## config.mk

```make
export PLATFORM = sky130hd
export DESIGN_NAME = store_lane
export DESIGN_NICKNAME = d
export VERILOG_FILES = /design/src/isa_pkg.sv /design/src/mem_pkg.sv /design/src/store_lane.sv
export SDC_FILE = /design/constraint.sdc
export NUM_CORES = 1
export LEC_CHECK = 0
export ABC_AREA = 1
export BUFFER_PORTS_ARGS = -buffer_cell sky130_fd_sc_hd__buf_2
export CAP_MARGIN = 20
export CORE_UTILIZATION = 25
export DETAILED_ROUTE_END_ITERATION = 8
export PLACE_DENSITY = 0.86
export SYNTH_ARGS = -nofsm -noshare
export SYNTH_HDL_FRONTEND = slang
export SYNTH_SLANG_ARGS = --single-unit
```

## constraint.sdc

```tcl
create_clock -name vclk -period 0.8
set_input_delay 0.08 -clock vclk [all_inputs]
set_output_delay 0.08 -clock vclk [all_outputs]
set_load 0.01 [all_outputs]
```

## src/isa_pkg.sv

```systemverilog
`default_nettype none

package isa_pkg;

   // integer register width, rv32i
   localparam int XLEN = 32;

   // load funct3, bit 2 marks the unsigned variants
   typedef enum logic [2:0] {
      LB  = 3'b000, // byte, sign-extended
      LH  = 3'b001, // half, sign-extended
      LW  = 3'b010, // full word
      LBU = 3'b100, // byte, zero-extended
      LHU = 3'b101  // half, zero-extended
   } load_op_e;

   // store funct3, only the low two bits carry the width
   typedef enum logic [2:0] {
      SB = 3'b000, // one byte
      SH = 3'b001, // two bytes
      SW = 3'b010  // four bytes
   } store_op_e;

   // 3'b011, 3'b110, 3'b111 are illegal for loads
   // anything above 3'b010 is illegal for stores

endpackage : isa_pkg

`default_nettype wire
```

## src/mem_pkg.sv

```systemverilog
`default_nettype none

package mem_pkg;
   import isa_pkg::*;

   // memory geometry
   localparam int ADDR_BITS      = 17;             // byte address width
   localparam int MEM_BYTES      = 1 << ADDR_BITS; // 128 KiB of data ram
   localparam int BYTES_PER_WORD = 4;              // lanes per access

   // store request from the execute stage
   typedef struct packed {
      logic                 we;   // write strobe, one cycle
      store_op_e            op;   // funct3 of the store
      logic [ADDR_BITS-1:0] addr; // byte address, may be unaligned
      logic [XLEN-1:0]      data; // rs2 value
   } store_req_t;

   // load request, a level while the result is wanted
   typedef struct packed {
      logic                 re;   // result wanted
      load_op_e             op;   // funct3 of the load
      logic [ADDR_BITS-1:0] addr; // byte address, may be unaligned
   } load_req_t;

   // lane-level write into the ram
   typedef struct packed {
      logic [BYTES_PER_WORD-1:0] be;   // one enable per lane
      logic [ADDR_BITS-1:0]      addr; // base byte address
      logic [XLEN-1:0]           data; // lane 0 in bits 7:0
   } ram_wr_t;

   // four bytes read from the ram, index 0 = base address
   typedef logic [BYTES_PER_WORD-1:0][7:0] ram_word_t;

endpackage : mem_pkg

`default_nettype wire

```

## src/store_lane.sv

```systemverilog
`timescale 1ns/1ps
`default_nettype none

module store_lane
   import isa_pkg::*, mem_pkg::*;
(
   input  store_req_t st,       // store request
   output ram_wr_t    wr,       // lane write to the ram
   output logic       store_err // illegal funct3 with we high
);

   logic [BYTES_PER_WORD-1:0] lane_mask; // lanes touched by this width
   logic                      legal;     // funct3 is sb, sh or sw

   // width decode
   always_comb begin
      lane_mask = '0;
      legal     = 1'b1;
      case (st.op)
         SB:      lane_mask = 4'b0001; // lane 0
         SH:      lane_mask = 4'b0011; // lanes 1:0
         SW:      lane_mask = 4'b1111; // whole word
         default: legal     = 1'b0;    // nothing written
      endcase
   end

   // lane data and enables
   always_comb begin
      wr.addr = st.addr; // base address unchanged, ram adds the lane offset
      wr.be   = (st.we && legal) ? lane_mask : '0;
      for (int i = 0; i < BYTES_PER_WORD; i++) begin
         // low bytes of rs2 already line up with lane 0 upward
         wr.data[8*i +: 8] = lane_mask[i] ? st.data[8*i +: 8] : 8'h00; // unused lanes zero
      end
   end

   assign store_err = st.we & ~legal; // level, low whenever we is low

endmodule : store_lane

`default_nettype wire

```

==> results of run 1 <==
-- kinds of logic after synthesis --
family / Yosys count / share of synthesized area
buffers and inverters: 54 / 0.592
and+or+nand+nor: 39 / 0.397
AOI/OAI and AO/OA: 1 / 0.0104
-- stage by stage --
stage	area, µm²	total power (µW)	setup WS [ns]	TNS, ns	instances
6_report	885	394	0.0513	0	176
3_3_place_gp	723	309	-0.0922	-1.79	172
4_1_cts	774	346	-0.0102	-0.0259	174
3_5_place_dp	723	314	-0.120	-2.51	172
2_1_floorplan	484	249	0.0532	0	94
5_1_grt	885	439	-0.00237	-0.00237	176
-- routing by layer --
layer	routed length (µm)	global-route usage	share of wire	vias to the layer above
li1	-	-	-	361
met1	554	0.126	0.38	286
met2	742	0.237	0.51	47
met3	152	0.00794	0.10	0
met4	0	0	0	0
met5	0	0	0	-
-- cells in the mapped netlist, drive strengths merged --
| library cell | instances | share of area |
|---|---|---|
| inv | 34 | 0.26 |
| nor2 | 27 | 0.22 |
| buf | 20 | 0.33 |
| nor3 | 9 | 0.10 |
| nand2 | 2 | 0.036 |
| a21oi | 1 | 0.010 |
| nand3b | 1 | 0.042 |
-- cell usage in the layout (no fill, tap or decap) --
cell | synthesis | layout
nor2_1 | 26 | 23
nand2_8 | 0 | 2
nor2_2 | 1 | 3
a21oi_1 | 1 | 1
nand3b_4 | 1 | 3
buf_6 | 2 | 3
inv_8 | 0 | 1
buf_2 | 0 | 70
inv_1 | 34 | 33
nand2_4 | 1 | 1
nor3_2 | 1 | 9
nor2_4 | 0 | 2
-- final cells by class --
cell class         count  share of cell area
well taps             25              0.0354
multi-input cells     44               0.378
repair buffers        73               0.434
inverters             34               0.153
-- final timing paths --
path                  startpoint     end  slack, ns  depth (start not counted)
worst min-delay path      st[33]  wr[33]       0.16                          0
worst max-delay path      st[50]  wr[12]       0.05                          5
-- report_power, final --
group	total, µW	internal, µW	leakage (µW)	switching [µW]
sequential	0	0	0	0
combinational	394	183	0.000670	211
clock	0	0	0	0
-- what timing repair did --
| action | CTS | global route |
|---|---|---|
| endpoints found under the setup margin | 36 | 33 |
| pin swaps | 2 | 4 |
| resized for setup | 8 | 21 |
| cloned | 2 | 2 |
| hold endpoints to repair | 0 | 0 |
-- worst max-delay path: stages --
cell     delay, ns
buf_6         0.14
nand2_8       0.10
nand2_8       0.08
nor3_2        0.12
buf_2         0.15
==> metrics.md, run 1 <==
| Metric | Value |
|---|---|
| Sequential-to-total area share from yosys stat | `0` |
| Max-slew headroom | `0.823` |
| Worst Tran Pin Value | `0.265 ns` |
| Gr ovfl total | `0` |
| Worst endpoint data arrival time | `0.67 ns` |
| Mapped Cells | `94` |
| IO Pins | `107` |
| GPL Wtd Cong | `0.630` |
| RSZ-0062 raised after global routing | `yes` |
| Peak supply drop | `0.215 mV` |
| Core Util, Final | `0.501` |
| Power Density | `445 nW/µm²` |
| Number of global-route vias before repair | `467` |
| Area of the multi-input gates | `334 µm²` |
| Post-route minimum period | `0.749 ns` |
| Synth Warn # | `0` |
| DR vias | `694` |
| Clock buffer count | `0` |
| HPWL Detailed | `1050 µm` |
| Static leakage power | `0.000670 µW` |
| Critical Path Start Type | `input port` |
| Drt wl/cell | `8.24 µm` |
| Full die area | `2110 µm²` |
| Fin. max-slew vios | `0` |
| Net count after synthesis | `147` |
| Final Setup Violations | `0` |
| FF+latch area | `0 µm²` |
| Total wire length | `1450 µm` |
| Crit path required time | `0.72 ns` |
| First-pass iteration count of the detailed router | `2` |
| Fin crit share | `0.936` |
| Hold Crit Class | `input port to primary output` |
| Post-Synthesis Cell Area | `482 µm²` |
| First-pass GRT wire length | `1810 µm` |
| Filler cell count | `204` |
| Outcome | `complete, no violations` |
| Antenna-violating nets left | `0` |
| Hold WS | `0.160 ns` |
| CP Class | `input port to primary output` |
| Postcts setup bufs | `0` |
| Initial Utilization | `0.273` |
| Row cnt | `15` |
| CP Capture Type | `primary output` |
| Maxcap violations | `0` |
| Max Freq | `1340 MHz` |
| Die Y-Extent | `45.9 µm` |
| DR vias/cell | `3.94` |
| Largest net degree at the start of global routing | `10` |
| Die Wd | `45.9 µm` |
| ANT cells | `0` |
| Fin. Hold Viols | `0` |
| Initial antenna violation count | `0` |
| Syn Area/Cell | `5.12 µm²` |
| Core Area | `1760 µm²` |
| # nets final | `206` |
| GRT Util Overall | `0.113` |
| Synth cell types | `11` |
| Initial DRC count | `6` |
| Layout area overhead | `83.6%` |
| CP Max Fanout | `9` |
| Sequential cells | `0` |
| Layout cells sized above 1 | `0.623` |
| Port bufs | `73` |
| CTS Hold Bufs | `0` |
| Drc violations | `0` |
Note: power is estimated with default switching activity, not from simulation.
==> run 2: changes to the inputs <==
--- a/config.mk
+++ b/config.mk
@@ -10,7 +10,7 @@
 export CAP_MARGIN = 20
 export CORE_UTILIZATION = 25
 export DETAILED_ROUTE_END_ITERATION = 8
-export PLACE_DENSITY = 0.86
+export PLACE_DENSITY = 0.9
 export SYNTH_ARGS = -nofsm -noshare
 export SYNTH_HDL_FRONTEND = slang
 export SYNTH_SLANG_ARGS = --single-unit
==> metrics.md, run 2 (same netlist as run 1, synthesis figures left out) <==
| Metric | Value |
|---|---|
| Core Area | `1760 µm² (unchanged)` |
| Layout area overhead | `88.6% (was 83.6%)` |
| Post-route minimum period | `0.760 ns (was 0.749 ns)` |
| Internal | `197 µW (was 183 µW)` |
| Die Wd | `45.9 µm (unchanged)` |
| Sequential cells | `0 (unchanged)` |
| DR vias/cell | `3.93 (was 3.94)` |
| Largest net degree at the start of global routing | `10 (unchanged)` |
| GRT Util Overall | `0.118 (was 0.113)` |
| Critical Path Start Type | `input port (unchanged)` |
| Layout cells sized above 1 | `0.603 (was 0.623)` |
| Total wire length | `1460 µm (was 1450 µm)` |
| Crit path required time | `0.72 ns (about the same)` |
| Combinational share of power | `1.000 (about the same)` |
| Max-slew headroom | `0.866 (was 0.823)` |
| Antenna-violating nets left | `0 (unchanged)` |
| Switch Pwr | `215 µW (was 211 µW)` |
| Non-filler instance count after layout | `176 (unchanged)` |
| Initial DRC count | `1 (was 6)` |
| Initial antenna violation count | `0 (unchanged)` |
| HPWL Detailed | `1020 µm (was 1050 µm)` |
| Drc violations | `0 (unchanged)` |
| Initial Utilization | `0.273 (unchanged)` |
| FF+latch area | `0 µm² (unchanged)` |
| CP Max Fanout | `9 (unchanged)` |
| Hold WS | `0.160 ns (unchanged)` |
| First-pass GRT wire length | `1870 µm (was 1810 µm)` |
| Static leakage power | `0.000679 µW (was 0.000670 µW)` |
| IO Pins | `107 (unchanged)` |
| DR vias | `692 (was 694)` |
| Place WS | `-0.119 ns (was -0.120 ns)` |
| CP Capture Type | `primary output (unchanged)` |
| Outcome | `complete, no violations (unchanged)` |
| GPL Wtd Cong | `0.636 (was 0.630)` |
| Peak supply drop | `0.230 mV (was 0.215 mV)` |
| Worst endpoint data arrival time | `0.68 ns (was 0.67 ns)` |
| Drt wl/cell | `8.30 µm (was 8.24 µm)` |
| Fin. Hold Viols | `0 (unchanged)` |
| Commonest non-fill, non-tap cell in the layout | `buf_2 (unchanged)` |
| First-pass iteration count of the detailed router | `3 (was 2)` |
| CP Class | `input port to primary output (unchanged)` |
| ANT cells | `0 (unchanged)` |
| Placed cell area | `723 µm² (unchanged)` |
| Max Freq | `1320 MHz (was 1340 MHz)` |
| CTS Hold Bufs | `0 (unchanged)` |
| Post-route cell area | `908 µm² (was 885 µm²)` |
| Reg power frac | `0 (about the same)` |
| Clk network pwr share | `0 (about the same)` |
| Power Density | `454 nW/µm² (was 445 nW/µm²)` |
| Die Y-Extent | `45.9 µm (unchanged)` |
| Core Util, Final | `0.515 (was 0.501)` |
| Clock buffer count | `0 (unchanged)` |
| Final WS setup | `0.0397 ns (was 0.0513 ns)` |
| Worst Tran Pin Value | `0.200 ns (was 0.265 ns)` |
| Filler cell count | `188 (was 204)` |
| # nets final | `206 (unchanged)` |
| Port bufs | `73 (unchanged)` |
| Gr ovfl total | `0 (unchanged)` |
| Fin crit share | `0.950 (was 0.936)` |
| Sw frac | `0.522 (was 0.535)` |
| Maxcap violations | `0 (unchanged)` |
| Placed Cells | `172 (unchanged)` |
| Final Setup Violations | `0 (unchanged)` |
| Full die area | `2110 µm² (unchanged)` |
| Number of global-route vias before repair | `458 (was 467)` |
| Fin. max-slew vios | `0 (unchanged)` |
| Row cnt | `15 (unchanged)` |
| Most frequent cells in the layout | `buf_2, inv_1, nor2_1 (unchanged)` |
| Hold Crit Class | `input port to primary output (unchanged)` |
-- run 2: changes by cell type in the layout (fill, tap and decap cells not counted), moves of 2 or more --
cell / previous run / this run
nor3_4: 0 / 2
buf_12: 0 / 2
nor2_2: 3 / 1
nor3_1: 0 / 2
nor3_2: 9 / 5
buf_6: 3 / 1
-- run 2: final cells by class --
cell class	count	area, µm²	area share
repair buffers	74	409	0.450
multi-input cells	43	328	0.361
inverters	34	140	0.154
well taps	25	31.3	0.0344
-- run 2: worst paths after layout --
check	slack, ns	to	start	cells past startpoint
min	0.16	wr[43]	st[43]	0
max	0.04	wr[15]	st[50]	5
-- run 2: per-stage QoR --
step           power (µW)  TNS (ns)
6_report              412         0
2_1_floorplan         249         0
3_3_place_gp          308     -1.63
4_1_cts               347  -0.00996
3_5_place_dp          313     -2.34
5_1_grt               456   -0.0180
-- run 2: repair_timing --
item	CTS	global route
buffers inserted	0	1
setup endpoints to repair	36	29
gates resized for setup	9	22
gates cloned	2	1
pin swaps	3	5
-- run 2: power groups by stage --
| stage | combinational, µW | clock (µW) | sequential, µW |
|---|---|---|---|
| 2_1_floorplan | 249 | 0 | 0 |
| 3_3_place_gp | 308 | 0 | 0 |
| 3_5_place_dp | 313 | 0 | 0 |
| 4_1_cts | 347 | 0 | 0 |
| 5_1_grt | 456 | 0 | 0 |
| 6_report | 412 | 0 | 0 |
-- run 2: metal layers --
layer,GRT usage,wire (µm),up-vias
met1,0.137,563,284
li1,-,-,360
met4,0.0176,6,0
met5,0,0,-
met3,0.00794,159,4
met2,0.231,732,44
-- run 2: worst max-delay path, stage by stage --
cell and delay (ns):
buf_12 0.11, nor2_4 0.05, buf_12 0.14, nor3_1 0.15, buf_2 0.15
