File: src/isa_pkg.sv
`default_nettype none

package isa_pkg;

   // integer register width, rv32i
   localparam int XLEN = 32;

   // load funct3, bit 2 marks the unsigned variants
   typedef enum logic [2:0] {
      LB  = 3'b000, // byte, sign-extended
      LH  = 3'b001, // half, sign-extended
      LW  = 3'b010, // full word
      LBU = 3'b100, // byte, zero-extended
      LHU = 3'b101  // half, zero-extended
   } load_op_e;

   // store funct3, only the low two bits carry the width
   typedef enum logic [2:0] {
      SB = 3'b000, // one byte
      SH = 3'b001, // two bytes
      SW = 3'b010  // four bytes
   } store_op_e;

   // 3'b011, 3'b110, 3'b111 are illegal for loads
   // anything above 3'b010 is illegal for stores

endpackage : isa_pkg

`default_nettype wire
File: src/mem_pkg.sv
`default_nettype none

package mem_pkg;
   import isa_pkg::*;

   // memory geometry
   localparam int ADDR_BITS      = 17;             // byte address width
   localparam int MEM_BYTES      = 1 << ADDR_BITS; // 128 KiB of data ram
   localparam int BYTES_PER_WORD = 4;              // lanes per access

   // store request from the execute stage
   typedef struct packed {
      logic                 we;   // write strobe, one cycle
      store_op_e            op;   // funct3 of the store
      logic [ADDR_BITS-1:0] addr; // byte address, may be unaligned
      logic [XLEN-1:0]      data; // rs2 value
   } store_req_t;

   // load request, a level while the result is wanted
   typedef struct packed {
      logic                 re;   // result wanted
      load_op_e             op;   // funct3 of the load
      logic [ADDR_BITS-1:0] addr; // byte address, may be unaligned
   } load_req_t;

   // lane-level write into the ram
   typedef struct packed {
      logic [BYTES_PER_WORD-1:0] be;   // one enable per lane
      logic [ADDR_BITS-1:0]      addr; // base byte address
      logic [XLEN-1:0]           data; // lane 0 in bits 7:0
   } ram_wr_t;

   // four bytes read from the ram, index 0 = base address
   typedef logic [BYTES_PER_WORD-1:0][7:0] ram_word_t;

endpackage : mem_pkg

`default_nettype wire

File: src/load_format.sv
`timescale 1ns/1ps
`default_nettype none

module load_format
   import isa_pkg::*, mem_pkg::*;
(
   input  load_req_t       ld,      // load request
   input  ram_word_t       rword,   // four bytes from the base address
   output logic [XLEN-1:0] rd,      // value for the register file
   output logic            load_err // illegal funct3 with re high
);

   logic [XLEN-1:0] result; // shaped value before the re gate
   logic            err;    // decode error before the re gate

   // width select and extension
   always_comb begin
      result = '0;
      err    = 1'b0;
      case (ld.op)
         LB: begin
            result = {{(XLEN-8){rword[0][7]}}, rword[0]}; // sign from bit 7
         end
         LBU: begin
            result = {{(XLEN-8){1'b0}}, rword[0]};
         end
         LH: begin
            result = {{(XLEN-16){rword[1][7]}}, rword[1], rword[0]}; // sign from bit 15
         end
         LHU: begin
            result = {{(XLEN-16){1'b0}}, rword[1], rword[0]};
         end
         LW: begin
            for (int i = 0; i < BYTES_PER_WORD; i++) begin
               result[8*i +: 8] = rword[i]; // little endian assembly
            end
         end
         default: begin
            err = 1'b1; // 3'b011, 3'b110, 3'b111
         end
      endcase
   end

   // outputs only live while the load is requested
   always_comb begin
      if (ld.re) begin
         rd       = err ? '0 : result; // illegal op returns zero
         load_err = err;
      end else begin
         rd       = '0;
         load_err = 1'b0;
      end
   end

endmodule : load_format

`default_nettype wire

File: config.mk
export PLATFORM = sky130hd
export DESIGN_NAME = load_format
export DESIGN_NICKNAME = d
export VERILOG_FILES = /design/src/isa_pkg.sv /design/src/mem_pkg.sv /design/src/load_format.sv
export SDC_FILE = /design/constraint.sdc
export NUM_CORES = 1
export LEC_CHECK = 0
export BUFFER_PORTS_ARGS = -buffer_cell sky130_fd_sc_hd__buf_2
export CAP_MARGIN = 10
export CORE_MARGIN = 8
export CORE_UTILIZATION = 30
export DETAILED_ROUTE_END_ITERATION = 12
export PLACE_DENSITY = 0.91
export SLEW_MARGIN = 0
export SYNTH_ARGS = -nofsm -noshare
export SYNTH_HDL_FRONTEND = slang
export SYNTH_SLANG_ARGS = --single-unit
File: constraint.sdc
create_clock -name vclk -period 1.5
set_clock_uncertainty 0.2 [all_clocks]
set_input_delay 0.075 -clock vclk [all_inputs]
set_output_delay 0.075 -clock vclk [all_outputs]
set_load 0.01 [all_outputs]
==> results of run 1 <==
## synth_stat cells
cell type	instances
or2_2	1
buf_4	1
buf_12	1
nand2_1	33
a21o_1	8
clkbuf_1	3
buf_2	2
a21boi_0	8
and3_1	9
a21oi_1	6
a21oi_4	1
nor3b_2	1
mux2i_1	1
or3_1	1
o21ai_1	1
nand2b_1	1
a21oi_2	9
buf_6	1
nor2b_1	1
buf_1	1
## metal layers
metal | share of wire, % | track usage [%]
met3 | 11 | 3.26
met5 | 0 | 0
met1 | 37 | 13.3
met2 | 52 | 22.7
met4 | 0 | 0
## placed cells by master, fill, tap and decap left out, drive strengths merged
cell type and count:
a21boi 8, a21oi 16, a21o 8, or3 1, o21ai 1, nand2 33, or2 1, nor2b 1
mux2i 1, and3 9, nand2b 1, nor3b 1, buf 77
## cell type report
class	instances	area (µm²)	share of cell area [%]
multi-input cells	81	478	52.3
well taps	25	31.3	3.42
repair buffers	77	405	44.3
## tightest hold or removal path: stages
cell and delay [ps]:
buf_2 90, nand2_1 40, a21oi_1 50, buf_2 130
## cells by family (layout without fill, tap and decap cells)
group | after synthesis | in the layout
AND/OR/NAND/NOR | 47 | 47
AO/OA/AOI/OAI | 33 | 33
buffers and inverters | 9 | 77
multiplexers | 1 | 1
## worst max-delay path by stage
stage,start,to,depth (start not counted)
after floorplan,ld[18],rd[22],5
after global placement,ld[17],rd[30],6
after detailed placement,ld[17],rd[30],6
after CTS,ld[17],rd[30],6
after global routing,ld[18],rd[27],6
final,ld[17],rd[30],6
## report_power, final
group          switching [mW]  internal (mW)  leakage, nW
Clock                       0              0            0
Sequential                  0              0            0
Combinational           0.114          0.105        0.523
==> impl_metrics.ini, run 1 <==
[run_status]
outcome = finished, final reports clean

[grt]
grt_max_degree = 19
grt_pass1_vias = 781
gr-total-overflow = 0
grt_pass1_wl_um = 3520
track_usage_pct = 11.9
antenna_found_initial = 0

[sta]
relSlewSlack_pct = 80.6
rsz0062_at_grt = no
fin_crit_sh_pct = 93.1
worst_slack_ps = 103
finalSetupViolations = 0
maxSlewViolCount = 0
hold_ws_ps = 270
post-route-min-period_ps = 1400
finalHoldViolCount = 0
max_freq_mhz = 716
worst_slew_pin_slew_ps = 291
finalSetupTns_ps = 0

[setup_path]
slowest_delay_ps = 320
cp_slowest_cell = or3_1
crit_chain = buf_2, mux2i_1, or3_1, buf_4, a21oi_2, buf_2
critPathArrivalTime_ps = 1120
worstSetupEndpointType = output pin
start_kind = input pin
crit_family = buffers and inverters
critPathRequiredTime_ps = 1220
worstPathMaxFanout = 10
cpMostUsedCell = buf_2
crit_type = input pin to output pin
crit_buf_inv = 3

[floorplanning]
num_rows = 15
die_area_um2 = 3420
dieWidth_um = 58.5
die_y_um = 58.5
io_pins = 86
initial_core_util_pct = 31.7
core-area_um2 = 1710

[detailed_routing]
totalWireLength_um = 2210
vias = 831
routed_via_density = 4.54
first_iter_violations = 27
detail-route-antenna-nets = 0
drtPass1Iterations = 5
wl_per_cell_um = 12.0
drc = 0

[finish]
diodes = 0
seq_area_um2 = 0
final.fill_count = 188
finalInstanceArea_um2 = 915
synthToLayoutAreaGrowth_pct = 68.8
nets = 213
seq_cells = 0
stdcell_count = 183
n_clock_buffer = 0
fin_util_pct = 53.6
layout-drive-gt1-share_pct = 56.3

[logic_synthesis]
synth_compound_area_share_pct = 46.2
synthTopCellsByArea = nand2_1, a21oi_2, a21boi_0
synth_cell_types = 20
synth_mux_area_share_pct = 1.85
synth_area_leader_cell = nand2_1
yosysSeqAreaShare_pct = 0
synth-simple-area-share_pct = 40.2
syn_nets = 143
synthCells = 90
yosys_warnings = 0
synthAdderAreaFrac_pct = 0
synth_top_family_by_area = compound AO/OA/AOI/OAI gates
synth_xor_area_share_pct = 0
syn_area_per_cell_um2 = 6.02
synth_top_area_share_pct = 22.9
synth_area_um2 = 542

[placement]
gp_congestion = 0.730
place_area_um2 = 915
io_buffers = 69
dpl_worst_slack_ps = 101
place_inst = 183
dp_hpwl_um = 1890

[min_path]
hold_depth = 4
hp-class = input pin to output pin
min_from = rword[16]
hold_path_end = rd[16]

[power]
p_leak_nw = 0.523
peakVddDrop_mv = 0.0820
p_per_area_nw_per_um2 = 239
finalPower_mw = 0.219

[clocking]
cts_hold_buf = 0
post_cts_buffers = 0
cts_resized = 0

[run]
maxCapViolCount = 0
Note: power is estimated with default switching activity, not from simulation.
==> inputs of run 2 (changes only) <==
--- a/config.mk
+++ b/config.mk
@@ -5,12 +5,13 @@
 export SDC_FILE = /design/constraint.sdc
 export NUM_CORES = 1
 export LEC_CHECK = 0
+export ABC_AREA = 1
 export BUFFER_PORTS_ARGS = -buffer_cell sky130_fd_sc_hd__buf_2
 export CAP_MARGIN = 10
 export CORE_MARGIN = 8
-export CORE_UTILIZATION = 30
+export CORE_UTILIZATION = 31
 export DETAILED_ROUTE_END_ITERATION = 12
-export PLACE_DENSITY = 0.91
+export PLACE_DENSITY = 0.93
 export SLEW_MARGIN = 0
 export SYNTH_ARGS = -nofsm -noshare
 export SYNTH_HDL_FRONTEND = slang
==> impl_metrics.ini, run 2 <==
[run_status]
outcome = finished, final reports clean

[sta]
finalSetupTns_ps = 0
hold_ws_ps = 242
rsz0062_at_grt = no
worst_slew_pin_slew_ps = 318
fin_crit_sh_pct = 85.7
post-route-min-period_ps = 1290
finalHoldViolCount = 0
maxSlewViolCount = 0
relSlewSlack_pct = 78.8
max_freq_mhz = 778
worst_slack_ps = 214
finalSetupViolations = 0

[placement]
dp_hpwl_um = 1810
dpl_worst_slack_ps = 203
io_buffers = 69
gp_congestion = 0.704

[min_path]
min_from = rword[1]
hp-class = input pin to output pin

[clocking]
cts_hold_buf = 0
post_cts_buffers = 0
cts_resized = 0

[logic_synthesis]
synth_area_um2 = 558
yosysMostFrequentCell = nand3_1
synthCells = 118
synth_cell_types = 17
yosys_warnings = 0
syn_area_per_cell_um2 = 4.73
synth_top_area_share_pct = 28.7
syn_nets = 171
synth_common_cells = nand3_1, inv_1, nand2_1
synthTopCellsByArea = nand3_1, inv_1, nand2_1
synth_area_leader_cell = nand3_1
yosysSeqAreaShare_pct = 0

[setup_path]
cp-endpoint = rd[17]
worstSetupEndpointType = output pin
start_kind = input pin
critPathArrivalTime_ps = 1010
worstPathMaxFanout = 12
crit_type = input pin to output pin
setup.worst_path.start = ld[19]
critPathRequiredTime_ps = 1220

[grt]
track_usage_pct = 12.9
grtUsageMet2_pct = 25.4
gr-total-overflow = 0
grt_max_degree = 17
grt-busiest-layer = met2
grt_pass1_vias = 891
gr-usage-met1_pct = 13.8
grt_pass1_wl_um = 3840
antenna_found_initial = 0
gr-usage-met3_pct = 3.70

[floorplanning]
num_rows = 15
initial_core_util_pct = 32.7
die_y_um = 58.4
core-area_um2 = 1710
io_pins = 86
dieWidth_um = 58.4
die_area_um2 = 3410

[detailed_routing]
drtPass1Iterations = 4
totalWireLength_um = 2110
detail-route-antenna-nets = 0
first_iter_violations = 10
vias = 906
drc = 0
routed_via_density = 4.33
wl_per_cell_um = 10.1

[finish]
fin_util_pct = 53.3
layout_commonest_cell = buf_2
synthToLayoutAreaGrowth_pct = 63.2
nets = 239
diodes = 0
seq_area_um2 = 0
seq_cells = 0
layout-drive-gt1-share_pct = 45.1
n_clock_buffer = 0
final.fill_count = 193
layout.cells.most_common_list = buf_2, nand3_1, inv_1, nand2_1, nor2_1

[power]
p_leak_nw = 0.742
power_frac_seq_pct = 0
finalPower_mw = 0.224
peakVddDrop_mv = 0.149
clock_power_share_pct = 0
internal-power_mw = 0.101
comb_power_share_pct = 100.0
swShare_pct = 55.0
switchingPower_mw = 0.123
p_per_area_nw_per_um2 = 246

[run]
maxCapViolCount = 0
==> run 2: cell count changes after synthesis, moves of 3 or more <==
| cell | change |
|---|---|
| a21boi_0 | -8 |
| a21o_1 | -8 |
| a21oi_2 | -9 |
| and3_1 | -9 |
| buf_6 | +3 |
| clkbuf_1 | -3 |
| inv_1 | +25 |
| nand2_1 | -8 |
| nand3_1 | +32 |
| nor2_1 | +9 |
==> run 2: critical path, stage by stage <==
cell and delay, ps:
buf_2 110, nor2_2 220, buf_4 230, nand3_1 80
nand3_1 80, nand2_1 50, inv_1 40, buf_2 120
==> run 2: cell type report <==
cell class	count	area (µm²)	share of cell area, %
inverters	28	108	11.8
multi-input cells	81	382	41.9
well taps	25	31.3	3.43
repair buffers	75	390	42.9
==> run 2: cell families (layout without fill, tap and decap cells) <==
family                 Yosys count  count (layout)  share of synthesized area, %
AOI/OAI and AO/OA                9               9                          8.74
buffers and inverters           37             103                          31.6
and+or+nand+nor                 72              72                          59.6
==> run 2: worst min-delay path by stage <==
stage,end,depth (start not counted)
floorplan,rd[0],2
global placement,rd[3],4
detailed placement,rd[1],4
CTS,rd[1],4
global route,rd[6],4
finish,rd[1],4
==> run 2: power by group through the flow <==
| stage | logic (mW) | registers (mW) | clock network (mW) |
|---|---|---|---|
| final | 0.224 | 0 | 0 |
| after global routing | 0.254 | 0 | 0 |
| after CTS | 0.228 | 0 | 0 |
| after detailed placement | 0.228 | 0 | 0 |
| after global placement | 0.224 | 0 | 0 |
| after floorplan | 0.130 | 0 | 0 |
==> run 2: routing by layer <==
metal	part of all wire, %	routed length, µm
met5	0	0
met2	50	1060
met3	9.0	191
met4	0	0
met1	41	856
==> run 2: per-stage QoR <==
stage	std cells	cell area [µm²]
2_1_floorplan	118	558
5_1_grt	209	911
3_3_place_gp	209	911
3_5_place_dp	209	911
6_report	209	911
4_1_cts	209	911
==> inputs of run 3 (changes only) <==
--- a/config.mk
+++ b/config.mk
@@ -9,9 +9,9 @@
 export BUFFER_PORTS_ARGS = -buffer_cell sky130_fd_sc_hd__buf_2
 export CAP_MARGIN = 10
 export CORE_MARGIN = 8
-export CORE_UTILIZATION = 31
+export CORE_UTILIZATION = 30
 export DETAILED_ROUTE_END_ITERATION = 12
-export PLACE_DENSITY = 0.93
+export PLACE_DENSITY = 0.9
 export SLEW_MARGIN = 0
 export SYNTH_ARGS = -nofsm -noshare
 export SYNTH_HDL_FRONTEND = slang
==> impl_metrics.ini, run 3 (synthesized netlist as in run 2, its figures left out) <==
[sta]
relSlewSlack_pct = 78.7
hold_ws_ps = 241
max_freq_mhz = 818
worst_slew_pin_slew_ps = 320
fin_crit_sh_pct = 81.5
finalSetupTns_ps = 0
post-route-min-period_ps = 1220
maxSlewViolCount = 0
finalSetupViolations = 0
worst_slack_ps = 277
finalHoldViolCount = 0
rsz0062_at_grt = no

[finish]
finalInstanceArea_um2 = 911
n_clock_buffer = 0
layout.cells.most_common_list = buf_2, nand3_1, inv_1, nand2_1, nor2_1
diodes = 0
final.fill_count = 200
seq_area_um2 = 0
fin_util_pct = 52.2
layout-drive-gt1-share_pct = 45.1
stdcell_count = 209
seq_cells = 0
synthToLayoutAreaGrowth_pct = 63.2
nets = 239
layout_commonest_cell = buf_2
multi_input_area_um2 = 382

[clocking]
cts_resized = 0
cts_hold_buf = 0
post_cts_buffers = 0

[grt]
grt_pass1_wl_um = 3690
grt-busiest-layer = met2
gr-usage-met1_pct = 13.9
grt_max_degree = 18
grt_pass1_vias = 835
gr-usage-met3_pct = 2.82
antenna_found_initial = 0
track_usage_pct = 12.5
gr-total-overflow = 0
grtUsageMet2_pct = 24.5

[detailed_routing]
vias = 919
routed_via_density = 4.40
wl_per_cell_um = 10.6
drtPass1Iterations = 4
first_iter_violations = 12
totalWireLength_um = 2220
detail-route-antenna-nets = 0
drc = 0

[run_status]
outcome = finished, final reports clean

[min_path]
hold_depth = 4
hp-class = input pin to output pin

[setup_path]
crit_buf_inv = 4
slowest_delay_ps = 190
crit_chain = buf_2, nor2_2, nand3_2, buf_4, nand3_1, nand2_1, inv_1, buf_2
worstSetupEndpointType = output pin
critPathArrivalTime_ps = 950
worstPathMaxFanout = 12
cpMostUsedCell = buf_2
path_depth = 8
crit_family = buffers and inverters
start_kind = input pin
crit_type = input pin to output pin
cp_slowest_cell = buf_4
critPathRequiredTime_ps = 1220

[placement]
dpl_worst_slack_ps = 272
gp_congestion = 0.698
place_area_um2 = 911
dp_hpwl_um = 1940
io_buffers = 69
place_inst = 209

[floorplanning]
dieWidth_um = 59.1
core-area_um2 = 1750
num_rows = 15
initial_core_util_pct = 32.0
die_y_um = 59.1
die_area_um2 = 3500
io_pins = 86

[power]
finalPower_mw = 0.225
peakVddDrop_mv = 0.174
p_per_area_nw_per_um2 = 247
p_leak_nw = 0.742

[run]
maxCapViolCount = 0
## run 3: cell counts in the layout (fill, tap and decap cells not counted)
No cell type changed its count.
## run 3: layer usage
metal  share of wire [%]  wire length (µm)
met1                  41               922
met2                  51              1130
met3                 7.8               174
met4                   0                 0
met5                   0                 0
## run 3: final cells by class
type               instances  area share, %
repair buffers            75           42.9
multi-input cells         81           41.9
inverters                 28           11.8
well taps                 25           3.43
## run 3: final timing paths
check	start	slack, ps	to
setup / recovery	ld[19]	280	rd[28]
hold / removal	rword[6]	240	rd[6]
## run 3: report_power, final
group / total (mW) / internal [mW] / switching (mW)
Combinational: 0.225 / 0.101 / 0.124
Clock: 0 / 0 / 0
Sequential: 0 / 0 / 0
